[src/logic/xFormPkg.sv]
package xFormPkg;

	////////////////////////////////////////
	// field widths

	localparam int instrWidth = 32;
	localparam int primWidth  = 6;
	localparam int regWidth   = 5;
	localparam int xoWidth    = 10;
	localparam int unitWidth  = 2;

	////////////////////////////////////////
	// primary opcodes handled here

	localparam logic [0:primWidth-1] primFixed       = 6'd31;
	localparam logic [0:primWidth-1] primFloat       = 6'd63;
	localparam logic [0:primWidth-1] primFloatSingle = 6'd59; // single-precision arithmetic

	////////////////////////////////////////
	// functional unit codes

	localparam logic [0:unitWidth-1] unitFixed     = 2'd0;
	localparam logic [0:unitWidth-1] unitLoadStore = 2'd1;
	localparam logic [0:unitWidth-1] unitFloat     = 2'd2;
	// code 3 unused

	// bit 0 is the msb, same numbering as the ISA book
	typedef struct packed {
		logic [0:primWidth-1]            prim;
		logic [0:instrWidth-primWidth-1] payload;
	} rawView_t;

	typedef struct packed {
		logic [0:primWidth-1] prim; // bits 0..5
		logic [0:regWidth-1]  rt;   // bits 6..10
		logic [0:regWidth-1]  ra;   // bits 11..15
		logic [0:regWidth-1]  rb;   // bits 16..20
		logic [0:xoWidth-1]   xo;   // bits 21..30
		logic                 rc;   // bit 31
	} xView_t;

	// raw view picks the decoder, x view gives the fields
	typedef union packed {
		rawView_t raw;
		xView_t   x;
	} xFormWord_t;

endpackage

[src/logic/decodeStage.sv]
`timescale 1ns/1ps

module decodeStage (
	input  logic                           clock_i,
	input  logic                           arstN_i,
	input  logic                           enable_i,
	input  xFormPkg::xFormWord_t           instruction_i,
	// table lookup
	output logic [0:xFormPkg::xoWidth-1]   xo_o,
	output logic                           single_o,
	input  logic                           fixedValid_i,
	input  logic [0:xFormPkg::unitWidth-1] fixedUnit_i,
	input  logic                           fixedZeroBase_i,
	input  logic                           floatValid_i,
	input  logic [0:xFormPkg::unitWidth-1] floatUnit_i,
	input  logic                           floatZeroBase_i,
	// decoded
	output logic                           enable_o,
	output logic                           illegal_o,
	output logic [0:xFormPkg::regWidth-1]  reg1_o,
	output logic [0:xFormPkg::regWidth-1]  reg2_o,
	output logic [0:xFormPkg::regWidth-1]  reg3_o,
	output logic [0:xFormPkg::xoWidth-1]   xOpcode_o,
	output logic                           rcBit_o,
	output logic                           reg2ValOrZero_o,
	output logic [0:xFormPkg::unitWidth-1] functionalUnitCode_o
);
	import xFormPkg::*;

	logic                 isFixed;
	logic                 isSingle;
	logic                 isFloat;
	logic                 knownPrim;
	logic                 hitValid;
	logic [0:unitWidth-1] hitUnit;
	logic                 hitZeroBase;

	////////////////////////////////////////
	// table select

	assign isFixed = instruction_i.raw.prim == primFixed;
	assign isSingle = instruction_i.raw.prim == primFloatSingle;
	assign isFloat = isSingle || (instruction_i.raw.prim == primFloat);
	assign knownPrim = isFixed || isFloat; // anything else is another decoder's

	assign xo_o = instruction_i.x.xo;
	assign single_o = isSingle;

	assign hitValid = isFixed ? fixedValid_i : floatValid_i;
	assign hitUnit = isFixed ? fixedUnit_i : floatUnit_i;
	assign hitZeroBase = isFixed ? fixedZeroBase_i : floatZeroBase_i;

	////////////////////////////////////////
	// output register

	always_ff @(posedge clock_i or negedge arstN_i) begin
		if (!arstN_i) begin
			enable_o <= 1'b0;
			illegal_o <= 1'b0;
			reg1_o <= '0;
			reg2_o <= '0;
			reg3_o <= '0;
			xOpcode_o <= '0;
			rcBit_o <= 1'b0;
			reg2ValOrZero_o <= 1'b0;
			functionalUnitCode_o <= '0;
		end else begin
			enable_o <= enable_i && knownPrim && hitValid;
			illegal_o <= enable_i && knownPrim && !hitValid;
			if (enable_i) begin // fields follow every accepted word
				reg1_o <= instruction_i.x.rt;
				reg2_o <= instruction_i.x.ra;
				reg3_o <= instruction_i.x.rb;
				xOpcode_o <= instruction_i.x.xo;
				rcBit_o <= instruction_i.x.rc;
				reg2ValOrZero_o <= hitZeroBase;
				functionalUnitCode_o <= hitUnit;
			end
		end
	end

	strobesExclusive: assert property (@(posedge clock_i) disable iff (!arstN_i)
		!(enable_o && illegal_o))
		else $error("enable and illegal strobes high together");

	// table results must never carry the unused code
	unitCodeKnown: assert property (@(posedge clock_i) disable iff (!arstN_i)
		enable_o |-> functionalUnitCode_o != 2'd3)
		else $error("unit code 3 on a legal decode");

endmodule

[src/logic/fixedPointTable.sv]
`timescale 1ns/1ps

module fixedPointTable (
	input  logic [0:xFormPkg::xoWidth-1]   xo_i,
	output logic                           valid_o,
	output logic [0:xFormPkg::unitWidth-1] unit_o,
	output logic                           zeroBase_o
);
	import xFormPkg::*;

	logic indexedForm; // ra of zero reads as literal zero
	logic updateForm;  // ra is written back, always a real register
	logic fixedOp;

	always_comb begin
		indexedForm = 1'b0;
		updateForm = 1'b0;
		fixedOp = 1'b0;
		case (xo_i)
			////////////////////////////////////////
			// load/store indexed
			10'd87,  // lbzx
			10'd279, // lhzx
			10'd343,
			10'd23,  // lwzx
			10'd341,
			10'd21,  // ldx
			10'd215, // stbx
			10'd407,
			10'd151,
			10'd149, // stdx
			// byte reverse
			10'd790,
			10'd534,
			10'd918,
			10'd662,
			10'd532,
			10'd660,
			// string words
			10'd597, // lswi
			10'd533,
			10'd725, // stswi
			10'd661,
			// floating load/store, still the load/store unit
			10'd535,
			10'd599,
			10'd887,
			10'd855,
			10'd663,
			10'd727,
			10'd983,
			10'd791, // lfdpx
			10'd919: indexedForm = 1'b1;

			////////////////////////////////////////
			// load/store with update
			10'd119, // lbzux
			10'd311,
			10'd375,
			10'd55,
			10'd373,
			10'd53,  // ldux
			10'd247,
			10'd439,
			10'd183,
			10'd181,
			10'd567, // lfsux
			10'd631,
			10'd695,
			10'd759: updateForm = 1'b1;

			////////////////////////////////////////
			// fixed point unit
			10'd779, 10'd267,           // modsw moduw
			10'd777, 10'd265,           // doubleword modulo
			10'd755,                    // darn
			10'd0, 10'd32,              // cmp cmpl
			10'd192, 10'd224,
			10'd4, 10'd68,              // traps
			10'd28, 10'd444, 10'd316,
			10'd476, 10'd124, 10'd284,
			10'd60, 10'd412,            // andc orc
			10'd954, 10'd922, 10'd986,  // sign extend
			10'd26, 10'd538,
			10'd58, 10'd570,
			10'd508,
			10'd122, 10'd378, 10'd506,  // popcnt
			10'd186, 10'd154,
			10'd252,
			10'd24, 10'd536,
			10'd824, 10'd792,
			10'd27, 10'd539, 10'd794,
			10'd282, 10'd314,           // bcd
			10'd51, 10'd307, 10'd115,   // move from vsr
			10'd179, 10'd211, 10'd243,
			10'd435, 10'd403,
			10'd576,
			10'd128: fixedOp = 1'b1;    // setb

			default: fixedOp = 1'b0;
		endcase
	end

	assign valid_o = indexedForm || updateForm || fixedOp;
	assign unit_o = fixedOp ? unitFixed : unitLoadStore;
	assign zeroBase_o = indexedForm;

endmodule

[src/logic/floatTable.sv]
`timescale 1ns/1ps

module floatTable (
	input  logic [0:xFormPkg::xoWidth-1]   xo_i,
	input  logic                           single_i, // primary 59
	output logic                           valid_o,
	output logic [0:xFormPkg::unitWidth-1] unit_o,
	output logic                           zeroBase_o
);
	import xFormPkg::*;

	logic doubleHit;
	logic singleHit;

	////////////////////////////////////////
	// primary 63

	always_comb begin
		case (xo_i)
			// move and sign
			10'd72,  // fmr
			10'd40,
			10'd264,
			10'd8,
			10'd136,
			10'd966, // fmrgew
			10'd838,
			// software divide / sqrt tests
			10'd128,
			10'd160,
			// rounding and conversion
			10'd12,  // frsp
			10'd814,
			10'd815,
			10'd942,
			10'd943,
			10'd14,
			10'd15,
			10'd142,
			10'd143,
			10'd846, // fcfid
			10'd974, // fcfidu
			10'd392,
			10'd424,
			10'd456,
			10'd488,
			// compares
			10'd0,
			10'd32,
			// fpscr access
			10'd583,
			10'd64,
			10'd134,
			10'd70,
			10'd38: doubleHit = 1'b1;
			default: doubleHit = 1'b0;
		endcase
	end

	////////////////////////////////////////
	// primary 59, converts only

	always_comb begin
		case (xo_i)
			10'd846, // fcfids
			10'd974: singleHit = 1'b1;
			default: singleHit = 1'b0;
		endcase
	end

	assign valid_o = single_i ? singleHit : doubleHit;
	assign unit_o = unitFloat;
	assign zeroBase_o = 1'b0; // no address forms in this table

endmodule

[src/logic/xFormDecoder.sv]
`timescale 1ns/1ps

module xFormDecoder (
	input  logic                            clock_i,
	input  logic                            arstN_i,
	input  logic                            enable_i,
	input  logic [0:xFormPkg::instrWidth-1] instruction_i,
	output logic                            enable_o,
	output logic                            illegal_o,
	output logic [0:xFormPkg::regWidth-1]   reg1_o,
	output logic [0:xFormPkg::regWidth-1]   reg2_o,
	output logic [0:xFormPkg::regWidth-1]   reg3_o,
	output logic [0:xFormPkg::xoWidth-1]    xOpcode_o,
	output logic                            rcBit_o,
	output logic                            reg2ValOrZero_o,
	output logic [0:xFormPkg::unitWidth-1]  functionalUnitCode_o
);
	import xFormPkg::*;

	logic [0:xoWidth-1]   xo;
	logic                 single;
	logic                 fixedValid;
	logic [0:unitWidth-1] fixedUnit;
	logic                 fixedZeroBase;
	logic                 floatValid;
	logic [0:unitWidth-1] floatUnit;
	logic                 floatZeroBase;

	decodeStage decodeStage_inst (
		.clock_i(clock_i),
		.arstN_i(arstN_i),
		.enable_i(enable_i),
		.instruction_i(instruction_i),
		.xo_o(xo),
		.single_o(single),
		.fixedValid_i(fixedValid),
		.fixedUnit_i(fixedUnit),
		.fixedZeroBase_i(fixedZeroBase),
		.floatValid_i(floatValid),
		.floatUnit_i(floatUnit),
		.floatZeroBase_i(floatZeroBase),
		.enable_o(enable_o),
		.illegal_o(illegal_o),
		.reg1_o(reg1_o),
		.reg2_o(reg2_o),
		.reg3_o(reg3_o),
		.xOpcode_o(xOpcode_o),
		.rcBit_o(rcBit_o),
		.reg2ValOrZero_o(reg2ValOrZero_o),
		.functionalUnitCode_o(functionalUnitCode_o)
	);

	fixedPointTable fixedPointTable_inst (
		.xo_i(xo),
		.valid_o(fixedValid),
		.unit_o(fixedUnit),
		.zeroBase_o(fixedZeroBase)
	);

	floatTable floatTable_inst (
		.xo_i(xo),
		.single_i(single),
		.valid_o(floatValid),
		.unit_o(floatUnit),
		.zeroBase_o(floatZeroBase)
	);

endmodule

[config.mk]
export PLATFORM = sky130hd
export DESIGN_NAME = xFormDecoder
export DESIGN_NICKNAME = d
export VERILOG_FILES = /design/src/logic/xFormPkg.sv /design/src/logic/decodeStage.sv /design/src/logic/fixedPointTable.sv /design/src/logic/floatTable.sv /design/src/logic/xFormDecoder.sv
export SDC_FILE = /design/constraint.sdc
export NUM_CORES = 1
export LEC_CHECK = 0
export ABC_AREA = 1
export BUFFER_PORTS_ARGS = -buffer_cell sky130_fd_sc_hd__buf_2
export CORE_MARGIN = 8
export CORE_UTILIZATION = 50
export DETAILED_ROUTE_END_ITERATION = 16
export PLACE_DENSITY_LB_ADDON = 0.15
export SYNTH_ARGS = -nofsm -noshare
export SYNTH_HDL_FRONTEND = slang
export SYNTH_SLANG_ARGS = --single-unit
[constraint.sdc]
create_clock -name clock_i -period 0.9 [get_ports clock_i]
set_input_delay 0.09 -clock clock_i [delete_from_list [all_inputs] [get_ports clock_i]]
set_output_delay 0.09 -clock clock_i [all_outputs]
set_load 0.05 [all_outputs]
==> results of run 1 <==
## metrics by stage
step | cells | TNS [ps] | worst slack, ps | cell area [µm²]
4_1_cts | 546 | -1220 | -170 | 3720
3_5_place_dp | 518 | -2330 | -635 | 2930
3_3_place_gp | 518 | -2230 | -599 | 2930
2_1_floorplan | 365 | -712 | -233 | 2270
## cells by family after synthesis
family	count (synthesis)	synth area share
compound gates	29	0.0725
simple gates	271	0.510
flops	31	0.357
buf+inv	34	0.0604
## what timing repair did
action | 4_1_cts
pin swaps | 28
hold buffers | 1
buffers inserted | 20
setup endpoints to repair | 35
resized for setup | 163
endpoints found under the hold margin | 31
==> impl_metrics.env, run 1 <==
export IMPL_status="aborted with a tool error"
export IMPL_lastStage="global routing (5_1_grt)"
export IMPL_error="[ERROR DPL-0038] Utilization greater than 100%, impossible to legalize"
export IMPL_gp_congestion=0.977
export IMPL_synth_ff_latch_count=31
export IMPL_clk_path_buf_depth=2
export IMPL_yosys_top_cells_area="dfrtp_1 36%, nand2_1 27%, nor2_1 11%"
export IMPL_worst_endpoint_kind="sequential cell input"
export IMPL_htreeDepth=2
export IMPL_dp_hpwl_mm=6.18
export IMPL_yosysTopAreaCell="dfrtp_1"
export IMPL_die_w_um=81.9
export IMPL_clock_root_buffer="clkbuf_8"
export IMPL_synth_fp_nets=400
export IMPL_portBuffers=65
export IMPL_die_h_um=81.9
export IMPL_synth_ff_type="dfrtp_1"
export IMPL_cts_sinks=31
export IMPL_synth_edf_count=0
export IMPL_grt_start_max_net_pins=32
export IMPL_syn_inst=365
export IMPL_yosysWarningCount=0
export IMPL_synth_top_area_share=0.357
export IMPL_synth_distinct_cells=24
export IMPL_syn_area_per_cell_um2=5.95
export IMPL_grt_worst_endpoint="decodeStage_inst.enable_o$_DFF_PN0_/D"
export IMPL_start_util=0.510
export IMPL_netlist_area_um2=2170
export IMPL_synth_top_cells_by_count="155 x nand2_1, 65 x nor2_1, 31 x dfrtp_1"
export IMPL_async_flop_share=1.00
export IMPL_synth_most_common_cell="nand2_1"
export IMPL_rows=24
export IMPL_seq_area_frac_synth=0.357
export IMPL_cts_made_buffers=5
export IMPL_ios=66
==> run 2, diff against run 1 <==
Settings changed: CORE_UTILIZATION 50 to 35.
==> impl_metrics.env, run 2 <==
export IMPL_wl_mm=9.32
export IMPL_die_area_um2=8990
export IMPL_cts_made_buffers=5
export IMPL_synth_edf_count=0
export IMPL_startpoint="instruction_i[24]"
export IMPL_cts_tree="built"
export IMPL_syn_area_per_cell_um2=5.95
export IMPL_seq_area_frac_synth=0.357
export IMPL_synth_most_common_cell="nand2_1"
export IMPL_status="complete, but fails checks"
export IMPL_cts_sinks=31
export IMPL_rows=28
export IMPL_place_ws_ps=-681
export IMPL_fillerInstances=519
export IMPL_cp_endpoint="decodeStage_inst.enable_o"
export IMPL_power_density_nw_per_um2=1140
export IMPL_wire_per_inst_um=15.8
export IMPL_drc=0
export IMPL_clk_path_buf_depth=2
export IMPL_vias_per_cell=4.97
export IMPL_largest_register_ffs=10
export IMPL_synth_fp_nets=400
export IMPL_power_switching_mw=1.64
export IMPL_synth_distinct_cells=24
export IMPL_synth_ff_latch_count=31
export IMPL_holdPathStages=3
export IMPL_final_cell_mix="128 x nand2_1, 57 x buf_4, 52 x buf_6"
export IMPL_clkPwrFrac=0.284
export IMPL_grt_start_max_net_pins=26
export IMPL_crit_path_end_kind="flop"
export IMPL_worstMarginPinSlew_ps=341
export IMPL_ant_nets=0
export IMPL_ios=66
export IMPL_seqPwrFrac=0.334
export IMPL_slew_limit_headroom=0.773
export IMPL_rrSetupSlack_ps=50
export IMPL_drt_initial_drc_count=140
export IMPL_first_global_vias=2942
export IMPL_dp_hpwl_mm=6.60
export IMPL_period_needed_ps=1110
export IMPL_rsz0062_at_grt="yes"
export IMPL_yosysWarningCount=0
export IMPL_coreArea_um2=5960
export IMPL_grt_usage=0.201
export IMPL_reg2reg_depth=4
export IMPL_clk_pin_slew_worst_paths_ps=70
export IMPL_max_cap_violations=0
export IMPL_switching_share=0.347
export IMPL_hold_ws_ps=11.5
export IMPL_overflow=0
export IMPL_period_share=1.23
export IMPL_die_h_um=94.8
export IMPL_critPathMaxFanout=6
export IMPL_grt_pass1_wl_mm=14.2
export IMPL_p_leak_nw=2.12
export IMPL_htreeDepth=2
export IMPL_netlist_area_um2=2170
export IMPL_worstSkewPairLatency_ps=270
export IMPL_yosys_top_cells_area="dfrtp_1 36%, nand2_1 27%, nor2_1 11%"
export IMPL_violations="negative setup slack"
export IMPL_startpoint_type="input port"
export IMPL_worstPathRequired_ps=1110
export IMPL_syn_inst=365
export IMPL_max_freq_ghz=0.902
export IMPL_synth_ff_type="dfrtp_1"
export IMPL_async_flop_share=1.00
export IMPL_start_util=0.365
export IMPL_drive_gt1_frac=0.467
export IMPL_yosysTopAreaCell="dfrtp_1"
export IMPL_dp_cells=541
export IMPL_antenna_found_initial=0
export IMPL_layout_commonest_cell="nand2_1"
export IMPL_hold_viol=0
export IMPL_clock_skew_ps=0
export IMPL_synth_top_cells_by_count="155 x nand2_1, 65 x nor2_1, 31 x dfrtp_1"
export IMPL_p_total_mw=4.72
export IMPL_diodes=0
export IMPL_reg2reg_to="decodeStage_inst.reg2_o[2]"
export IMPL_vdd_drop_max_mv=0.889
export IMPL_fin_nets=548
export IMPL_portBuffers=65
export IMPL_hold_class="in2reg"
export IMPL_internal_power_mw=3.09
export IMPL_synth_top_area_share=0.357
export IMPL_clock_root_buffer="clkbuf_8"
export IMPL_combPwrFrac=0.383
export IMPL_area_growth_syn_to_layout_pct=90.2
export IMPL_die_w_um=94.8
export IMPL_rr_startpoint="decodeStage_inst.reg2_o[2]"
export IMPL_firstDrtPassIters=4
export IMPL_finalWorstSetupSlack_ps=-209
export IMPL_slew_viol_final=0
export IMPL_cp_arrival_ps=1320
export IMPL_regMostFlops="decodeStage_inst.xOpcode_o"
export IMPL_critPathKind="in2reg"
export IMPL_setup_violations=34
export IMPL_vias=2925
export IMPL_gp_congestion=0.955
export IMPL_final_cells=589
[run 2: metal layers]
metal	routed length, µm	GRT usage	up-vias
li1	-	-	1446
met5	0	0	-
met1	3570	0.220	1343
met2	4890	0.374	107
met3	493	0.0246	29
met4	364	0.0949	0
[run 2: logic make-up after synthesis]
logic type             after synthesis  synth area share
AO/OA/AOI/OAI                       29            0.0725
buffers and inverters               34            0.0604
flip-flops                          31             0.357
AND/OR/NAND/NOR                    271             0.510
[run 2: how the worst min path moves through the flow]
stage                                  from                          to  slack, ps
after floorplan                     arstN_i   decodeStage_inst.enable_o       -210
after CTS                 instruction_i[20]  decodeStage_inst.reg3_o[4]          4
after global placement              arstN_i  decodeStage_inst.reg2_o[4]         -1
final                     instruction_i[15]  decodeStage_inst.reg2_o[4]         10
after detailed placement            arstN_i  decodeStage_inst.reg2_o[4]          4
after global routing      instruction_i[13]  decodeStage_inst.reg2_o[2]          9
[run 2: worst max-delay path, stage by stage]
cell and delay, ps:
buf_12 110, buf_6 110, nand2_4 50, nor2_1 230, nand2_1 110, o21ai_2 60
nand2_1 50, nand2_1 60, nand2_1 60, nand2_2 110, nor2_4 50, nand2_2 80
nand2_1 50, nor2_1 80
[run 2: power by group through the flow]
| stage | Sequential, mW | Combinational [mW] | Clock (mW) |
|---|---|---|---|
| global placement | 1.57 | 1.24 | 0 |
| global route | 1.59 | 1.91 | 1.44 |
| detailed placement | 1.58 | 1.24 | 0 |
| finish | 1.58 | 1.81 | 1.34 |
| CTS | 1.57 | 1.67 | 1.38 |
| floorplan | 1.95 | 0.373 | 0 |
[run 2: metrics by stage]
| step | setup TNS, ps | area, µm² | util |
|---|---|---|---|
| final | -1450 | 4130 | 0.694 |
| after global routing | -2500 | 4130 | 0.694 |
| after floorplan | -712 | 2270 | - |
| after detailed placement | -2510 | 2970 | 0.499 |
| after CTS | -1480 | 3890 | 0.653 |
| after global placement | -2610 | 2970 | 0.499 |
[run 2: cell type report]
cell class / count / area [µm²] / area share
Clock buffer: 5 / 68.8 / 0.0166
Clock inverter: 3 / 43.8 / 0.0106
Sequential cell: 31 / 776 / 0.188
Inverter: 25 / 139 / 0.0336
Timing Repair Buffer: 149 / 1410 / 0.341
Tap cell: 75 / 93.8 / 0.0227
Multi-Input combinational cell: 301 / 1600 / 0.388
[run 2: what timing repair did]
item,CTS,global route
pin swaps,34,34
hold endpoints to repair,34,0
hold buffers,4,0
cloned,1,0
setup buffers,24,12
resized for setup,169,46
setup endpoints to repair,35,35
No activity file was read; power rests on OpenSTA's default activity.
